[src/hw/lsu_cfg_pkg.sv]
package lsu_cfg_pkg;

   // physical byte address
   localparam int ADDR_W = 32;

   // widest access is one 8-byte word
   localparam int DATA_W = 64;

   // data cache line size in bytes as a power of two
   localparam int LINE_BYTES_DEF = 16;

   // byte counts run 0 to 8
   localparam int CNT_W = 4;

endpackage

[src/hw/lsu_types_pkg.sv]
package lsu_types_pkg;

   typedef logic [lsu_cfg_pkg::DATA_W-1:0] data_t;

   // access from a pipeline stage
   // size_code 0..3 selects 1, 2, 4 or 8 bytes
   typedef struct packed {
      logic [lsu_cfg_pkg::ADDR_W-1:0] addr;
      logic [1:0]                     size_code;
   } mem_req_t;

   // result of the line crossing check
   // addr2 and bytes2 only mean something when split is set
   typedef struct packed {
      logic                           split;
      logic [lsu_cfg_pkg::ADDR_W-1:0] addr1;
      logic [lsu_cfg_pkg::ADDR_W-1:0] addr2;
      logic [lsu_cfg_pkg::CNT_W-1:0]  bytes1;
      logic [lsu_cfg_pkg::CNT_W-1:0]  bytes2;
   } split_t;

   // one data cache access of 102 bits
   typedef struct packed {
      logic                           en;
      logic                           write;
      logic [lsu_cfg_pkg::ADDR_W-1:0] addr;
      logic [lsu_cfg_pkg::CNT_W-1:0]  bytes;
      data_t                          wdata;
   } cache_req_t;

   // first part of every access is served from idle
   typedef enum logic [1:0] {
      SEQ_IDLE      = 2'd0,
      SEQ_RD_SECOND = 2'd1,
      SEQ_WR_SECOND = 2'd2
   } seq_state_e;

endpackage

[src/hw/access_seq.sv]
module access_seq (
   input  logic                     clk,
   input  logic                     rst_n,
   input  logic                     rd_v,
   input  logic                     wr_v,
   input  lsu_types_pkg::split_t    rd_split,
   input  lsu_types_pkg::split_t    wr_split,
   input  logic                     cache_ready,
   output lsu_types_pkg::cache_req_t port,
   output logic                     part2,
   output logic                     cap_rd,
   output logic                     cap_wr,
   output logic                     rd_stall,
   output logic                     wr_stall
);
   import lsu_types_pkg::*;

   seq_state_e state_q;
   seq_state_e state_d;
   split_t     sel_split;
   logic       sel_wr;
   logic       sel_v;
   logic       accept;
   logic       capture;
   logic       done;

   // write wins in idle, a second part keeps its owner
   always_comb
   begin
      case (state_q)
         SEQ_RD_SECOND: sel_wr = 1'b0;
         SEQ_WR_SECOND: sel_wr = 1'b1;
         default:       sel_wr = wr_v;
      endcase
   end

   assign sel_split = sel_wr ? wr_split : rd_split;
   assign sel_v     = sel_wr ? wr_v : rd_v;
   assign part2     = (state_q != SEQ_IDLE);

   // cache took the access on this edge
   assign accept  = sel_v & cache_ready;
   assign capture = accept & ~part2 & sel_split.split;
   assign done    = accept & (part2 | ~sel_split.split);

   assign cap_rd = capture & ~sel_wr;
   assign cap_wr = capture & sel_wr;

   assign rd_stall = rd_v & ~(done & ~sel_wr);
   assign wr_stall = wr_v & ~(done & sel_wr);

   always_comb
   begin
      port.en    = rd_v | wr_v;
      port.write = sel_wr;
      port.addr  = part2 ? sel_split.addr2 : sel_split.addr1;
      port.bytes = part2 ? sel_split.bytes2 : sel_split.bytes1;
      // write data is merged in at the top level
      port.wdata = '0;
   end

   always_comb
   begin
      state_d = state_q;
      case (state_q)
         SEQ_IDLE:
         begin
            if (capture)
               state_d = sel_wr ? SEQ_WR_SECOND : SEQ_RD_SECOND;
         end
         SEQ_RD_SECOND,
         SEQ_WR_SECOND:
         begin
            if (accept)
               state_d = SEQ_IDLE;
         end
         default: state_d = SEQ_IDLE;
      endcase
   end

   always_ff @(posedge clk)
   begin
      if (!rst_n)
         state_q <= SEQ_IDLE;
      else
         state_q <= state_d;
   end

   // a second part follows an accepted first part of a split access
   a_second_entry: assert property (@(posedge clk) disable iff (!rst_n)
      $rose(part2) |-> $past(sel_split.split && cache_ready));

   // stage only sees completion on a ready pulse
   a_rd_done_ready: assert property (@(posedge clk) disable iff (!rst_n)
      (rd_v && !rd_stall) |-> cache_ready);

   a_wr_done_ready: assert property (@(posedge clk) disable iff (!rst_n)
      (wr_v && !wr_stall) |-> cache_ready);

endmodule

[config.mk]
export PLATFORM = sky130hd
export DESIGN_NAME = access_seq
export DESIGN_NICKNAME = d
export VERILOG_FILES = /design/src/hw/lsu_cfg_pkg.sv /design/src/hw/lsu_types_pkg.sv /design/src/hw/access_seq.sv
export SDC_FILE = /design/constraint.sdc
export NUM_CORES = 1
export LEC_CHECK = 0
export ABC_CLOCK_PERIOD_IN_PS = 5600
export BUFFER_PORTS_ARGS = -buffer_cell sky130_fd_sc_hd__buf_2
export CAP_MARGIN = 5
export CORE_AREA = 3 3 98 100
export CTS_BUF_LIST = sky130_fd_sc_hd__clkbuf_16
export CTS_CLUSTER_DIAMETER = 150
export DETAILED_ROUTE_END_ITERATION = 8
export DIE_AREA = 0 0 101 103
export SYNTH_ARGS = -nofsm -noshare
export SYNTH_HDL_FRONTEND = slang
export SYNTH_SLANG_ARGS = --single-unit
[constraint.sdc]
create_clock -name clk -period 5.6 [get_ports clk]
set_input_delay 0.28 -clock clk [delete_from_list [all_inputs] [get_ports clk]]
set_output_delay 0.28 -clock clk [all_outputs]
set_load 0.03 [all_outputs]
---- Word level (Yosys, flattened, before mapping) ----
Index checks and enable logic that the tools add are counted.
storage, ports and cells
  latch bits .............................. 0
  output and inout bits ................... 107
  word-level logic and storage cells ...... 35
  register bits ........................... 2
  bits in read-only memories .............. 0
  bits in writable memories ............... 0
  bits of input ports ..................... 151
  memories kept ........................... 0
operators by class
  muxes and demuxes ....................... 9
  divide/modulo/power cells ............... 0
  reduce and logical (&&, ||, !) cells .... 4
  eq/ne operators ......................... 4
  $lt $le $gt $ge ......................... 0
  bitwise gates (word level) .............. 17
  multipliers ............................. 0
  add/subtract/negate cells ............... 0
  shifts and indexed selects .............. 0
operator list
  kind                                                                    number
  73-bit 2-to-1 mux                                                       1
  32-bit 2-to-1 mux                                                       1
  1-bit AND                                                               10
  2-bit 2-to-1 mux                                                        3
  1-bit NOT                                                               5
  4-bit 2-to-1 mux                                                        1
  2-bit inequality test (second input constant)                           2
  2-bit case mux with 2 select lines                                      1
  2-bit by 1-bit equality test with 1-bit output (second input constant)  1
  2-bit equality test (second input constant)                             1
  2-bit logical NOT                                                       1
  1-bit OR                                                                2
  1-bit case mux with 2 select lines                                      1
  2-bit AND reduction                                                     1
  2-bit nonzero test                                                      1
  2-bit OR reduction                                                      1
  1-bit 2-to-1 mux                                                        1

---- Longest topological paths before layout ----
  depth after elaboration ................. 9
  depth in mapped cells ................... 7
  mapped depth without buffers ............ 7

---- Worst setup path after synthesis ----
OpenSTA, ideal clock, no wires.
  path type ............................... register to output
  start point ............................. reg state_q[1]
  end point ............................... out port[84] (netlist bit)
  stages on the path, launching flop included .. 7
  slack ................................... 3332 ps
  buffers on the path ..................... 2
  data required time ...................... 5320 ps
  data arrival time ....................... 1988 ps
  cells stage by stage .................... dfxtp_1 -> inv_1 -> ha_1 -> mux2i_2 -> buf_6 -> buf_6 -> mux4_2
RTL lines
  what                    RTL line          source
  start, declared         access_seq.sv:18  seq_state_e state_q;
  start signal, assigned  access_seq.sv:86  state_q <= state_d;
  end, declared           access_seq.sv:9   output lsu_types_pkg::cache_req_t port,

==> impl_metrics.json <==
{
  "core_area_mm2": 0.008763,
  "path_class": "flip-flop to output port",
  "synth_top_area_share_pct": 51.10,
  "power_leakage_nw": 1.335,
  "hold_viol": 0,
  "cts_sinks": 2,
  "syn_to_final_growth_pct": 55.99,
  "peakVddDrop_mv": 0.2883,
  "hold_buffers": 0,
  "worstMarginPinSlew_ns": 0.9924,
  "postLayoutCellArea_mm2": 0.002475,
  "syn-instance-count": 138,
  "final_nets": 481,
  "maxSlewViolCount": 0,
  "cts-root-buf": "clkbuf_16",
  "antenna_cells": 0,
  "arrival_ns": 3.10,
  "fillCellCount": 947,
  "syn-cell-area_mm2": 0.001587,
  "startpoint": "state_q[1]",
  "cts_tree": "done",
  "grt.overflow.total": 0,
  "cts_resized": 0,
  "gp_congestion": 0.7263,
  "synth_cell_type_count": 24,
  "slew-limit-headroom_pct": 32.43,
  "fin_crit_sh_pct": 60.28,
  "async_flop_share_pct": 0,
  "path_clk_slew_ns": 0.03,
  "fp-row-count": 34,
  "dieHeight_um": 103,
  "syn_avg_cell_area_um2": 11.50,
  "synth_area_leaders": "mux4_2 51%, buf_4 31%, dfxtp_1 2.5%",
  "io_buffers": 193,
  "cp.required_ns": 5.32,
  "clk_latency_ns": 0.22,
  "htreeDepth": 1,
  "rsz0062_at_grt": "no",
  "first_pass_iters": 4,
  "grt_max_degree": 38,
  "synth_ff_type": "dfxtp_1",
  "largest_reg_flops": 2,
  "ant_nets": 0,
  "status": "completed",
  "cp-start-kind": "flip-flop",
  "grt_pass1_wl_um": 8307,
  "fmax_mhz": 296.3,
  "die_w_um": 101,
  "min_from": "rst_n",
  "setup_violations": 0,
  "viasPerCell": 3.995,
  "drt_iter0_markers": 38,
  "initial_core_util_pct": 18.10,
  "ys_seq_area_share_pct": 2.524,
  "top_register": "state_q",
  "yosys-top-cells-count": "66 x buf_4, 36 x mux4_2, 3 x buf_6, 3 x mux2i_1, 3 x nand3_1",
  "hpwl_um": 5977,
  "numCtsBuffers": 3,
  "grt_pass1_vias": 1575,
  "min-delay-path-class": "input port to flip-flop",
  "maxCapViolCount": 0,
  "wire_per_inst_um": 15.00,
  "synth_edf_count": 0,
  "die_area_mm2": 0.01040,
  "endpoint_kind": "output port",
  "via_count": 1734,
  "post_route_cells_drive_above_1_share_pct": 73.01,
  "r2r-start": "state_q[1]",
  "synth-seq-cells": 2,
  "antenna_found_initial": 0,
  "place_area_mm2": 0.002400,
  "tns_ns": 0,
  "final_util_pct": 28.24,
  "yosys_warnings": 0,
  "yosysTopAreaCell": "mux4_2",
  "power.density_mw_per_mm2": 215.8,
  "clock_skew_ns": 0.002921,
  "cp_max_fo": 20,
  "synthMostInstantiatedCell": "buf_4",
  "io_pins": 258,
  "reg_top3": "state_q: 2 flops",
  "finalPower_w": 0.0005342,
  "cts_buffer_depth": 2,
  "period_needed_ns": 3.375,
  "cts_setup_buffers": 0,
  "grt_use_total_pct": 10.17,
  "totalWireLength_um": 6510,
  "remaining_drc_errors": 0
}
[critical path, cell delays in order, from the launching register on]
cell	delay, ns
dfxtp_1	0.34
inv_1	0.05
ha_1	0.37
mux2i_4	0.85
buf_4	0.49
mux4_2	0.55
buf_2	0.19
[area by class of cell]
type | instances | area [µm²] | share of cell area (%)
Clock buffer | 3 | 75.07 | 3.033
Tap cell | 108 | 135.1 | 5.460
Inverter | 4 | 15.01 | 0.6067
Sequential cell | 2 | 40.04 | 1.618
Multi-Input combinational cell | 123 | 1236 | 49.95
Timing Repair Buffer | 194 | 973.4 | 39.33
[where the power goes]
group / internal (W) / total [W] / switching (W)
clock: 0.0000907 / 0.000105 / 0.0000142
sequential: 0.0000155 / 0.0000161 / 0.000000633
combinational: 0.000157 / 0.000413 / 0.000256
total: 0.000263 / 0.000534 / 0.000271
[per-stage QoR]
step / hold WS, ns / setup WS (ns) / std cells
6_report: 0.3426 / 2.225 / 434
5_1_grt: 0.3528 / 1.918 / 434
4_1_cts: 0.3422 / 2.079 / 434
3_5_place_dp: 0.4724 / 2.330 / 431
3_3_place_gp: 0.4632 / 2.400 / 431
2_1_floorplan: 0.4188 / 3.332 / 201
[routing by layer]
layer / track usage [%] / up-vias / share of wire, %
met5: 0 / - / 0
met4: 0.3067 / 0 / 0
met3: 1.556 / 0 / 9.7
met2: 19.34 / 125 / 54
met1: 12.80 / 835 / 36
li1: - / 774 / -
[layout by cell type, fill, tap and decap left out, types with 3 or more instances in the layout]
master       n
buf_2      193
clkbuf_16    3
conb_1      64
mux2i_1      3
mux4_2      36
nand3_1      3
[worst paths after layout]
kind	cells after the start	to	slack, ns
max	6	port[65]	2.22
min	3	state_q[0]	0.34
max reg2reg	7	state_q[1]	2.99
min reg2reg	2	state_q[0]	0.47
[cell families after synthesis]
kind of cell / after synthesis / synth area share [%]
buffers and inverters: 76 / 35.02
muxes: 41 / 54.81
and+or+nand+nor: 10 / 3.077
AOI/OAI and AO/OA: 6 / 2.759
adders and majority gates: 2 / 1.577
DFF: 2 / 2.524
other: 1 / 0.2364
Power figures use the tool's default switching activity.
