===== src/hw/lsu_cfg_pkg.sv =====
package lsu_cfg_pkg;

   // physical byte address
   localparam int ADDR_W = 32;

   // widest access is one 8-byte word
   localparam int DATA_W = 64;

   // data cache line size in bytes as a power of two
   localparam int LINE_BYTES_DEF = 16;

   // byte counts run 0 to 8
   localparam int CNT_W = 4;

endpackage


===== src/hw/lsu_types_pkg.sv =====
package lsu_types_pkg;

   typedef logic [lsu_cfg_pkg::DATA_W-1:0] data_t;

   // access from a pipeline stage
   // size_code 0..3 selects 1, 2, 4 or 8 bytes
   typedef struct packed {
      logic [lsu_cfg_pkg::ADDR_W-1:0] addr;
      logic [1:0]                     size_code;
   } mem_req_t;

   // result of the line crossing check
   // addr2 and bytes2 only mean something when split is set
   typedef struct packed {
      logic                           split;
      logic [lsu_cfg_pkg::ADDR_W-1:0] addr1;
      logic [lsu_cfg_pkg::ADDR_W-1:0] addr2;
      logic [lsu_cfg_pkg::CNT_W-1:0]  bytes1;
      logic [lsu_cfg_pkg::CNT_W-1:0]  bytes2;
   } split_t;

   // one data cache access of 102 bits
   typedef struct packed {
      logic                           en;
      logic                           write;
      logic [lsu_cfg_pkg::ADDR_W-1:0] addr;
      logic [lsu_cfg_pkg::CNT_W-1:0]  bytes;
      data_t                          wdata;
   } cache_req_t;

   // first part of every access is served from idle
   typedef enum logic [1:0] {
      SEQ_IDLE      = 2'd0,
      SEQ_RD_SECOND = 2'd1,
      SEQ_WR_SECOND = 2'd2
   } seq_state_e;

endpackage


===== src/hw/split_data_path.sv =====
module split_data_path (
   input  logic                          clk,
   input  logic                          rst_n,
   input  lsu_types_pkg::data_t          cache_rdata,
   input  lsu_types_pkg::data_t          wr_data,
   input  logic [lsu_cfg_pkg::CNT_W-1:0] rd_bytes1,
   input  logic [lsu_cfg_pkg::CNT_W-1:0] wr_bytes1,
   input  logic                          part2,
   input  logic                          cap_rd,
   input  logic                          cap_wr,
   output lsu_types_pkg::data_t          rd_data,
   output lsu_types_pkg::data_t          wdata
);
   import lsu_cfg_pkg::*;
   import lsu_types_pkg::*;

   logic [CNT_W+2:0] rd_sh;
   logic [CNT_W+2:0] wr_sh;
   data_t            rd_mask;
   data_t            rd_part_q;
   data_t            wr_part_q;
   logic             wr_owner_q;
   logic             rd_second;
   logic             wr_second;

   // byte counts to bit shifts
   assign rd_sh = {rd_bytes1, 3'b000};
   assign wr_sh = {wr_bytes1, 3'b000};

   // low rd_bytes1 bytes set
   assign rd_mask = (data_t'(1) << rd_sh) - data_t'(1);

   always_ff @(posedge clk)
   begin
      if (!rst_n)
      begin
         rd_part_q  <= '0;
         wr_part_q  <= '0;
         wr_owner_q <= 1'b0;
      end
      else
      begin
         if (cap_rd)
         begin
            rd_part_q  <= cache_rdata & rd_mask;
            wr_owner_q <= 1'b0;
         end
         if (cap_wr)
         begin
            // upper bytes move down to byte 0 of the next line
            wr_part_q  <= wr_data >> wr_sh;
            wr_owner_q <= 1'b1;
         end
      end
   end

   // which access owns the current second part
   assign rd_second = part2 & ~wr_owner_q;
   assign wr_second = part2 & wr_owner_q;

   // second line bytes land above the held first part
   assign rd_data = rd_second ? (rd_part_q | (cache_rdata << rd_sh)) : cache_rdata;

   assign wdata = wr_second ? wr_part_q : wr_data;

endmodule


===== config.mk =====
export PLATFORM = sky130hd
export DESIGN_NAME = split_data_path
export DESIGN_NICKNAME = d
export VERILOG_FILES = /design/src/hw/lsu_cfg_pkg.sv /design/src/hw/lsu_types_pkg.sv /design/src/hw/split_data_path.sv
export SDC_FILE = /design/constraint.sdc
export NUM_CORES = 1
export LEC_CHECK = 0
export ABC_CLOCK_PERIOD_IN_PS = 2850
export BUFFER_PORTS_ARGS = -buffer_cell sky130_fd_sc_hd__buf_2
export CAP_MARGIN = 20
export CELL_PAD_IN_SITES_DETAIL_PLACEMENT = 0
export CELL_PAD_IN_SITES_GLOBAL_PLACEMENT = 1
export CORE_ASPECT_RATIO = 1.1
export CORE_UTILIZATION = 40
export CTS_CLUSTER_DIAMETER = 150
export DETAILED_ROUTE_END_ITERATION = 12
export HOLD_SLACK_MARGIN = 0.02
export PLACE_DENSITY_LB_ADDON = 0.1
export SYNTH_ARGS = -nofsm -noshare
export SYNTH_HDL_FRONTEND = slang
export SYNTH_SLANG_ARGS = --single-unit
export TNS_END_PERCENT = 100

===== constraint.sdc =====
create_clock -name clk -period 2.85 [get_ports clk]
set_input_delay 0.285 -clock clk [delete_from_list [all_inputs] [get_ports clk]]
set_output_delay 0.285 -clock clk [all_outputs]
set_load 0.03 [all_outputs]

; ---- Word level (Yosys, flattened, before mapping)
; Index checks and enable logic that the tools add are counted.
[word_totals]
regBits = 129
input_bits = 141
word_cells = 17
[op_classes]
add_sub_neg = 1
shift = 3
muxes = 4
n_bitwise = 5
reduce_logical = 1
[ops]
columns = cell, n
row1 = 64-bit two-way mux, 2
row2 = 64-bit bitwise AND, 1
row3 = 64-bit bitwise OR, 1
row4 = 1-bit by 7-bit left shift with 64-bit output (first input constant), 1
row5 = 64-bit by 7-bit left shift with 64-bit output, 1
row6 = 64-bit by 7-bit right shift with 64-bit output, 1
row7 = 64-bit by 1-bit subtractor with 64-bit output (second input constant), 1
row8 = 1-bit bitwise AND, 2
row9 = 1-bit two-way mux, 2
row10 = 2-bit nonzero test, 1
row11 = 1-bit NOT, 1

; ---- Longest topological paths before layout
; Gate-level depths: netlist (run 1).
[logic_depth]
ltp_word = 3
mapped_depth = 9
mapped_depth_nobuf = 7

; ---- Worst setup path after synthesis (run 1)
; OpenSTA, ideal clock, no wires.
[synth_path]
path_kind = input to output
from = input port rd_bytes1[2] (netlist bit)
to = output port rd_data[53]
t_arrival_ns = 1.863
slack_ns = 0.702
cell_stages = 6
n_path_buf = 3
cell_sequence = buf_2 nor3b_1 buf_2 buf_2 a221oi_1 o21ai_0
[synth_via]
elab_chain_len = 3
[synth_lines]
columns = element, line
row1 = "start, declared", split_data_path.sv:6  ; input logic [lsu_cfg_pkg::CNT_W-1:0] rd_bytes1,
row2 = 64-bit by 7-bit left shift with 64-bit output, split_data_path.sv:62  ; assign rd_data = rd_second ? (rd_part_q | (cache_rdata << rd_sh)) : cache_rdata;
row3 = 64-bit bitwise OR, split_data_path.sv:62
row4 = 64-bit two-way mux, split_data_path.sv:62
row5 = "end, declared", split_data_path.sv:11  ; output lsu_types_pkg::data_t rd_data,
; No other way between the ends.

; ---- Worst setup path after layout (run 1)
[layout_path]
from = input port rd_bytes1[1] (netlist bit)
to = output port rd_data[27]
; Same word-level chain as after synthesis.

==> results of run 1 <==
## registers in the layout, summed over array words and instances, names as in the netlist
register / cells
rd_part_q: 64
wr_owner_q: 1
wr_part_q: 64
## stage by stage
stage | hold WS [ns] | worst slack [ns] | instances
finish | 0.132 | 0.456 | 1570
global placement | 0.461 | 0.504 | 1535
floorplan | 0.445 | 0.702 | 1035
detailed placement | 0.468 | 0.508 | 1535
CTS | 0.129 | 0.461 | 1567
global route | 0.145 | 0.269 | 1568
## kinds of logic (layout without fill, tap and decap cells)
group / Yosys count / in the layout / synth area share
buf+inv: 106 / 338 / 0.0553
mux: 207 / 207 / 0.256
simple gates: 271 / 271 / 0.173
compound gates: 319 / 319 / 0.236
flops: 129 / 129 / 0.276
other cells: 0 / 3 / 0
fa+ha+maj: 1 / 1 / 0.00134
xor+xnor: 2 / 2 / 0.00187
## power by group through the flow
stage / sequential, W / clock (W) / combinational (W)
2_1_floorplan: 0.00195 / 0 / 0.00108
3_3_place_gp: 0.00196 / 0 / 0.00163
3_5_place_dp: 0.00196 / 0 / 0.00164
4_1_cts: 0.00192 / 0.00244 / 0.00164
5_1_grt: 0.00193 / 0.00253 / 0.00175
6_report: 0.00192 / 0.00241 / 0.00164
## worst paths after layout
kind / depth (start not counted) / startpoint / end / slack, ns
max: 7 / rd_bytes1[1] / rd_data[27] / 0.46
min: 3 / cache_rdata[58] / rd_part_q[58]$_SDFFE_PN0P_ / 0.13
max reg2reg: 2 / wr_part_q[31]$_SDFFE_PN0P_ / wr_part_q[31]$_SDFFE_PN0P_ / 2.00
min reg2reg: 2 / wr_part_q[13]$_SDFFE_PN0P_ / wr_part_q[13]$_SDFFE_PN0P_ / 0.47
## routing by layer
metal	vias up	global-route usage	part of all wire	wire, um
met3	59	0.0717	0.067	2310
li1	4308	-	-	-
met2	318	0.519	0.51	17600
met5	-	0	0.0017	60
met1	4304	0.332	0.40	13700
met4	12	0.0942	0.026	889
## critical path, cell delays in order
cell and delay [ns]:
buf_2 0.28, buf_4 0.44, mux2i_1 0.17, mux2i_1 0.38, a21oi_1 0.12, o21ai_0 0.17, buf_2 0.22
## cells in the final DEF, fill, tap and decap left out, drive strengths merged, types with 27 or more instances in the layout
cell type and instances:
nand2b 35, mux2i 102, dfxtp 129, nor2b 114
nand3 27, o2bb2ai 32, a21boi 42, nand2 62
o21ai 59, buf 302, a21oi 59, mux2 88
a22oi 56, a221oi 32
## area by class of cell
class,count,area (sq um),area share
multi-input cells,800,6270,0.542
flip-flops and latches,129,2580,0.223
repair buffers,302,1690,0.146
clock buffers,20,457,0.0395
well taps,300,375,0.0324
clock inverters,12,181,0.0157
inverters,4,15.0,0.00130
diodes,3,7.51,0.000649
==> run_results.csv, run 1 <==
group,metric,value,unit
outcome,status,"complete, no violations",
sta,final_max_slew_viol_count,0,
synth,syn_inst,1035,
sta,rsz0062_at_grt,"no",
die,initial_core_util,0.408,
placement,io_buffers,268,
power,power,0.00597,W
power,netSwitchingFraction,0.330,
synth,ys_ff_latch,129,
synth,synth_top_area_frac,0.276,
synth,postSynth.asyncResetShare,0,
sta,worst_slew_pin_slew,0.908,ns
detailed_routing,wirelength,34700,um
clocking,postCtsSetupRepairBufs,0,
layout,final_util,0.505,
grt,grt_pass1_wl,52500,um
layout,fin_nets,1396,
clocking,numCtsBuffers,17,
sta,fin_crit,2.39,ns
clocking,clkLatencyLatePin,0.42,ns
power,peakVddDrop,0.385,mV
synth,syn_area,9350,sq um
clocking,clock_sinks,129,
clocking,cts_root_buf,"clkbuf_16",
layout,areaGrowthSynthToFinish,23.8,%
clocking,cts_hold_buf,0,
synth,synth_edf_count,0,
detailed_routing,routedWlPerCell,22.1,um
grt,grt_pass1_vias,8740,
synth,ys_seq_area_frac,0.276,
synth,synth_common_cells,"dfxtp_1 (129), nor2b_1 (114), mux2i_1 (102)",
die,die_h,162,um
grt,antenna_found_initial,9,
detailed_routing,drtIter0Drc,507,
power,intPower,0.00400,W
detailed_routing,ant_nets,0,
synth,yosysTopAreaCell,"dfxtp_1",
critical_path,endpoint_kind,"primary output",
synth,yosysMostFrequentCell,"dfxtp_1",
grt,gr-total-overflow,0,
power,combPwrFrac,0.274,
sta,period_share,0.840,
sta,maxSlewHeadroom,0.395,
min_path,hold_class,"primary input to flip-flop",
detailed_routing,avgViaCountPerCell,5.73,
die,core_area,22900,sq um
placement,post-dp-hpwl,25200,um
clocking,htree_num_levels,4,
detailed_routing,drc,0,
sta,final.setup.tns,0,ns
clocking,cts_tree,"done",
detailed_routing,drt_first_pass_iters,5,
layout,drive_gt1_frac,0.358,
critical_path,critPathLaunchType,"primary input",
die,std_cell_rows,58,
synth,syn_area_per_cell,9.03,sq um
synth,synth_area_leaders,"dfxtp_1 (28%), mux2i_1 (11%), mux2_2 (11%)",
synth,syn_nets,1177,
detailed_routing,num_vias,9001,
placement,placed_area,10900,sq um
sta,setup_viol,0,
synth,yosys_warnings,0,
grt,track_usage,0.288,
critical_path,required,2.57,ns
critical_path,critPathMaxFanout,24,
power,p_seq_frac,0.322,
grt,grt_max_degree,89,
critical_path,critical_path_class,"primary input to primary output",
synth,synth-main-ff-cell,"dfxtp_1",
clocking,cts_resized,0,
sta,clock-skew-final,0,ns
power,pwr-share-clk,0.404,
power,p_switching,0.00197,W
die,io_pins,269,
sta,hold_violations,0,
layout,nFillCells,2296,
clocking,cts.clk_slew.worst_paths,0.07,ns
layout,finish.instance_area,11600,sq um
placement,gp_congestion,0.887,
synth,synthDistinctLibCells,46,
critical_path,worst_ep_arrival_time,2.11,ns
sta,fmax,418,MHz
die,die_w,148,um
die,die_area,24000,sq um
power,power_leakage,4.80,nW
job,cap_violations,0,
clocking,clk_path_buf_depth,2,
power,powerDensity,516,nW/um^2
No activity file was read; power rests on OpenSTA's default activity.
==> inputs of run 2 (changes only) <==
--- a/config.mk
+++ b/config.mk
@@ -5,7 +5,7 @@
 export SDC_FILE = /design/constraint.sdc
 export NUM_CORES = 1
 export LEC_CHECK = 0
-export ABC_CLOCK_PERIOD_IN_PS = 2850
+export ABC_CLOCK_PERIOD_IN_PS = 2300
 export BUFFER_PORTS_ARGS = -buffer_cell sky130_fd_sc_hd__buf_2
 export CAP_MARGIN = 20
 export CELL_PAD_IN_SITES_DETAIL_PLACEMENT = 0
==> constraint.sdc (replaced) <==
create_clock -name clk -period 2.3 [get_ports clk]
set_input_delay 0.23 -clock clk [delete_from_list [all_inputs] [get_ports clk]]
set_output_delay 0.23 -clock clk [all_outputs]
set_load 0.03 [all_outputs]
==> run_results.csv, run 2 (synthesized netlist as in run 1, its figures left out) <==
group,metric,value,unit
outcome,status,"complete, no violations",
min_path,worstHoldPathCells,3,
detailed_routing,ant_nets,0,
critical_path,max_stage_delay,0.33,ns
placement,gp_congestion,0.902,
power,pwr-share-clk,0.403,
clocking,cts_tree,"done",
critical_path,crit_cells,6,
sta,rsz0062_at_grt,"no",
sta,clock-skew-final,0,ns
power,intPower,0.00493,W
detailed_routing,routedWlPerCell,22.5,um
clocking,cts.clk_slew.worst_paths,0.06,ns
detailed_routing,drc,0,
sta,maxSlewHeadroom,0.464,
grt,grt_pass1_wl,52900,um
layout,areaGrowthSynthToFinish,25.1,%
critical_path,crit_slowest_cell,"dfxtp_1",
detailed_routing,avgViaCountPerCell,5.78,
critical_path,critPathMaxFanout,14,
power,combPwrFrac,0.277,
sta,hold_violations,0,
clocking,clkLatencyLatePin,0.42,ns
power,netSwitchingFraction,0.338,
layout,fin_cells,1581,
sta,setup_viol,0,
placement,io_buffers,268,
critical_path,cp_top_family,"simple AND/OR/NAND/NOR gates",
layout,fin_nets,1410,
critical_path,critical_path_class,"flip-flop to primary output",
die,io_pins,269,
sta,fmax,456,MHz
grt,track_usage,0.291,
critical_path,cp_cell_sequence,"nand2b_2 > nor3b_4 > buf_6 > a22oi_1 > o21ai_0 > buf_2",
detailed_routing,drt_first_pass_iters,8,
grt,grt_pass1_vias,8728,
grt,grt_max_degree,133,
die,die_h,162,um
sta,fin_crit,2.19,ns
sta,final_max_slew_viol_count,0,
detailed_routing,num_vias,9136,
clocking,htree_num_levels,4,
layout,final_cell_mix,"buf_2 (266), dfxtp_1 (129), nor2b_1 (114)",
clocking,clock_sinks,129,
sta,period_share,0.954,
die,core_area,22900,sq um
power,powerDensity,637,nW/um^2
detailed_routing,wirelength,35600,um
power,peakVddDrop,0.337,mV
placement,dp_slack,0.230,ns
die,initial_core_util,0.408,
critical_path,required,2.07,ns
grt,antenna_found_initial,6,
critical_path,endpoint_kind,"primary output",
critical_path,worst-path-buf-inv,2,
die,die_w,148,um
placement,placed_area,11000,sq um
job,cap_violations,0,
grt,gr-total-overflow,0,
min_path,hold_class,"primary input to flip-flop",
die,die_area,24000,sq um
power,p_seq_frac,0.319,
sta,setup_ws,0.105,ns
detailed_routing,drtIter0Drc,697,
clocking,numCtsBuffers,17,
layout,finish.instance_area,11700,sq um
layout,final_common_cell,"buf_2",
power,p_switching,0.00252,W
sta,final.setup.tns,0,ns
placement,post-dp-hpwl,25600,um
critical_path,worst_ep_arrival_time,1.96,ns
clocking,cts_root_buf,"clkbuf_16",
critical_path,critPathLaunchType,"flip-flop",
layout,biggestRegsByFlops,"rd_part_q: 64 flops, wr_part_q: 64 flops, wr_owner_q: 1 flops",
placement,dp.cells,1549,
clocking,cts_hold_buf,0,
layout,drive_gt1_frac,0.366,
die,std_cell_rows,58,
power,power_leakage,4.88,nW
clocking,clk_path_buf_depth,2,
critical_path,r2r_cells,2,
sta,worst_slew_pin_slew,0.802,ns
-- run 2: cell count changes in the layout (fill, tap and decap cells not counted), moves of 2 or more --
| cell | previous run | this run |
|---|---|---|
| buf_6 | 0 | 2 |
| buf_4 | 28 | 40 |
| clkinv_4 | 2 | 4 |
| clkbuf_8 | 2 | 0 |
| diode_2 | 3 | 1 |
| inv_6 | 1 | 4 |
| clkinvlp_4 | 4 | 2 |
-- run 2: through the flow --
stage | hold slack, ns | total power [W] | util
2_1_floorplan | 0.390 | 0.00375 | -
3_3_place_gp | 0.458 | 0.00448 | 0.482
3_5_place_dp | 0.465 | 0.00448 | 0.482
4_1_cts | 0.0731 | 0.00750 | 0.509
5_1_grt | 0.0878 | 0.00772 | 0.510
6_report | 0.0858 | 0.00745 | 0.510
-- run 2: path summary, 6_finish.rpt --
path / start / slack [ns] / end
setup / recovery: wr_owner_q$_SDFFE_PN0P_ / 0.11 / rd_data[52]
hold reg to reg: wr_part_q[12]$_SDFFE_PN0P_ / 0.47 / wr_part_q[12]$_SDFFE_PN0P_
setup reg to reg: wr_part_q[29]$_SDFFE_PN0P_ / 1.44 / wr_part_q[29]$_SDFFE_PN0P_
hold / removal: cache_rdata[58] / 0.09 / rd_part_q[58]$_SDFFE_PN0P_
-- run 2: worst reg2reg max path, cell delays in order, from the launching register on --
cell      delay [ns]
dfxtp_1         0.32
a222oi_1        0.35
nor2b_1         0.08
-- run 2: what timing repair did --
| item | CTS | global route |
|---|---|---|
| buffers inserted | 0 | 0 |
| resized for setup | 0 | 4 |
| endpoints found under the hold margin | 0 | 0 |
| endpoints found under the setup margin | 0 | 22 |
-- run 2: per-layer routing --
layer	track usage	share of wire	vias to the layer above
li1	-	-	4326
met4	0.127	0.037	10
met1	0.338	0.39	4363
met5	0	0.0015	-
met2	0.516	0.50	368
met3	0.0616	0.065	69
-- run 2: cell type report --
cell class / count / area (sq um)
multi-input combinational: 800 / 6270
antenna: 1 / 2.50
clock inverter: 14 / 205
timing repair buffer: 316 / 1810
inverter: 4 / 15.0
clock buffer: 17 / 425
fill: 2241 / 11200
sequential: 129 / 2580
tap: 300 / 375
-- run 2: power groups by stage --
stage	combinational, W	sequential [W]	clock (W)
after global placement	0.00205	0.00243	0
after detailed placement	0.00206	0.00243	0
after global routing	0.00220	0.00239	0.00314
after floorplan	0.00134	0.00241	0
final	0.00207	0.00238	0.00300
after CTS	0.00206	0.00238	0.00306
==> inputs of run 3 (changes only) <==
--- a/config.mk
+++ b/config.mk
@@ -12,6 +12,7 @@
 export CELL_PAD_IN_SITES_GLOBAL_PLACEMENT = 1
 export CORE_ASPECT_RATIO = 1.1
 export CORE_UTILIZATION = 40
+export CTS_BUF_LIST = sky130_fd_sc_hd__clkbuf_2 sky130_fd_sc_hd__clkbuf_4 sky130_fd_sc_hd__clkbuf_8
 export CTS_CLUSTER_DIAMETER = 150
 export DETAILED_ROUTE_END_ITERATION = 12
 export HOLD_SLACK_MARGIN = 0.02
==> run_results.csv, run 3 (synthesized netlist as in run 1, its figures left out) <==
group,metric,value,unit
placement,io_buffers,268,
outcome,status,"complete, no violations",
placement,post-dp-hpwl,25600,um
placement,gp_congestion,0.902,
placement,placed_area,11000,sq um
power,power,0.00673,W
sta,clock-skew-final,0,ns
clocking,clk_path_buf_depth,2,
critical_path,worst_ep_arrival_time,2.02,ns
layout,final_common_cell,"buf_2",
die,initial_core_util,0.408,
clocking,numCtsBuffers,17,
layout,final_cell_mix,"buf_2 (264), dfxtp_1 (129), nor2b_1 (114)",
sta,final.setup.tns,0,ns
detailed_routing,drtIter0Drc,618,
clocking,htree_num_levels,4,
job,cap_violations,0,
grt,gr-total-overflow,0,
grt,grt_pass1_wl,52800,um
layout,final_util,0.503,
sta,fin_hold_ws,0.0601,ns
clocking,cts_root_buf,"clkbuf_8",
die,die_h,162,um
layout,fin_nets,1412,
critical_path,endpoint_kind,"primary output",
sta,fin_crit,2.25,ns
critical_path,critPathMaxFanout,7,
clocking,cts.clk_slew.worst_paths,0.09,ns
die,std_cell_rows,58,
detailed_routing,num_vias,9136,
detailed_routing,routedWlPerCell,22.6,um
detailed_routing,drc,0,
power,p_seq_frac,0.353,
sta,final_max_slew_viol_count,0,
detailed_routing,avgViaCountPerCell,5.77,
critical_path,critPathLaunchType,"flip-flop",
detailed_routing,drt_first_pass_iters,5,
power,pwr-share-clk,0.338,
die,io_pins,269,
min_path,hold_class,"primary input to flip-flop",
grt,track_usage,0.291,
clocking,cts_tree,"done",
sta,period_share,0.978,
sta,worst_slew_pin_slew,0.780,ns
grt,grt_max_degree,133,
power,peakVddDrop,0.269,mV
layout,areaGrowthSynthToFinish,23.4,%
power,netSwitchingFraction,0.361,
die,die_w,148,um
layout,biggestRegsByFlops,"rd_part_q: 64 flops, wr_part_q: 64 flops, wr_owner_q: 1 flops",
power,power_leakage,4.81,nW
detailed_routing,wirelength,35700,um
clocking,clkLatencyLatePin,0.45,ns
layout,drive_gt1_frac,0.366,
sta,rsz0062_at_grt,"no",
grt,antenna_found_initial,7,
die,die_area,24000,sq um
power,combPwrFrac,0.308,
power,intPower,0.00430,W
detailed_routing,ant_nets,0,
grt,grt_pass1_vias,8733,
sta,maxSlewHeadroom,0.479,
sta,hold_violations,0,
power,p_switching,0.00243,W
power,powerDensity,583,nW/um^2
die,core_area,22900,sq um
critical_path,required,2.07,ns
sta,setup_viol,0,
sta,fmax,445,MHz
critical_path,critical_path_class,"flip-flop to primary output",
layout,finish.instance_area,11500,sq um
layout,nFillCells,2258,
clocking,clock_sinks,129,
## run 3: cell types whose count changed in the layout (fill, tap and decap cells not counted), sizes merged
| cell | delta |
|---|---|
| clkbuf | +1 |
| dlygate4sd3 | +1 |
## run 3: area by class of cell
type	count	area [sq um]	share of cell area
multi-input cells	800	6280	0.544
flip-flops and latches	129	2580	0.224
repair buffers	318	1840	0.160
well taps	300	375	0.0325
clock buffers	17	234	0.0203
clock inverters	14	205	0.0178
inverters	4	15.0	0.00130
diodes	1	2.50	0.000217
## run 3: routing by layer
| metal | global-route usage | vias up | part of all wire | wire length (um) |
|---|---|---|---|---|
| li1 | - | 4325 | - | - |
| met4 | 0.136 | 12 | 0.038 | 1360 |
| met2 | 0.510 | 358 | 0.50 | 17900 |
| met5 | 0 | - | 0.0017 | 62 |
| met1 | 0.337 | 4369 | 0.40 | 14200 |
| met3 | 0.0630 | 72 | 0.063 | 2260 |
## run 3: path summary, 6_finish.rpt
check,from,cells past startpoint,slack (ns),to
worst max register to register,wr_part_q[24]$_SDFFE_PN0P_,2,1.42,wr_part_q[24]$_SDFFE_PN0P_
worst min register to register,wr_part_q[12]$_SDFFE_PN0P_,2,0.48,wr_part_q[12]$_SDFFE_PN0P_
worst min-delay path,cache_rdata[50],3,0.06,rd_part_q[50]$_SDFFE_PN0P_
worst max-delay path,wr_owner_q$_SDFFE_PN0P_,6,0.05,rd_data[52]
## run 3: what timing repair did
action                                  CTS  global route
gates resized for setup                   1            10
pin swaps                                 0             0
hold buffers                              1             0
hold endpoints to repair                  1             0
gates cloned                              0             1
endpoints found under the setup margin    5            32
setup buffers                             0             0
## run 3: worst max-delay path, cell delays in order (launching register included)
cell and delay [ns]:
dfxtp_1 0.35, nand2b_4 0.19, nor3b_4 0.37, buf_6 0.21
a22oi_1 0.07, o21ai_0 0.15, buf_4 0.22
## run 3: power by group through the flow
stage	Clock, W	Combinational (W)	Sequential [W]
after floorplan	0	0.00134	0.00241
after global placement	0	0.00205	0.00243
after detailed placement	0	0.00206	0.00243
after CTS	0.00232	0.00206	0.00238
after global routing	0.00241	0.00220	0.00239
final	0.00228	0.00207	0.00238
## run 3: metrics by stage
step / setup WS, ns / cells
6_report: 0.0512 / 1583
2_1_floorplan: 0.261 / 1035
5_1_grt: 0.00141 / 1583
4_1_cts: -0.0114 / 1581
3_5_place_dp: 0.230 / 1549
3_3_place_gp: 0.273 / 1549
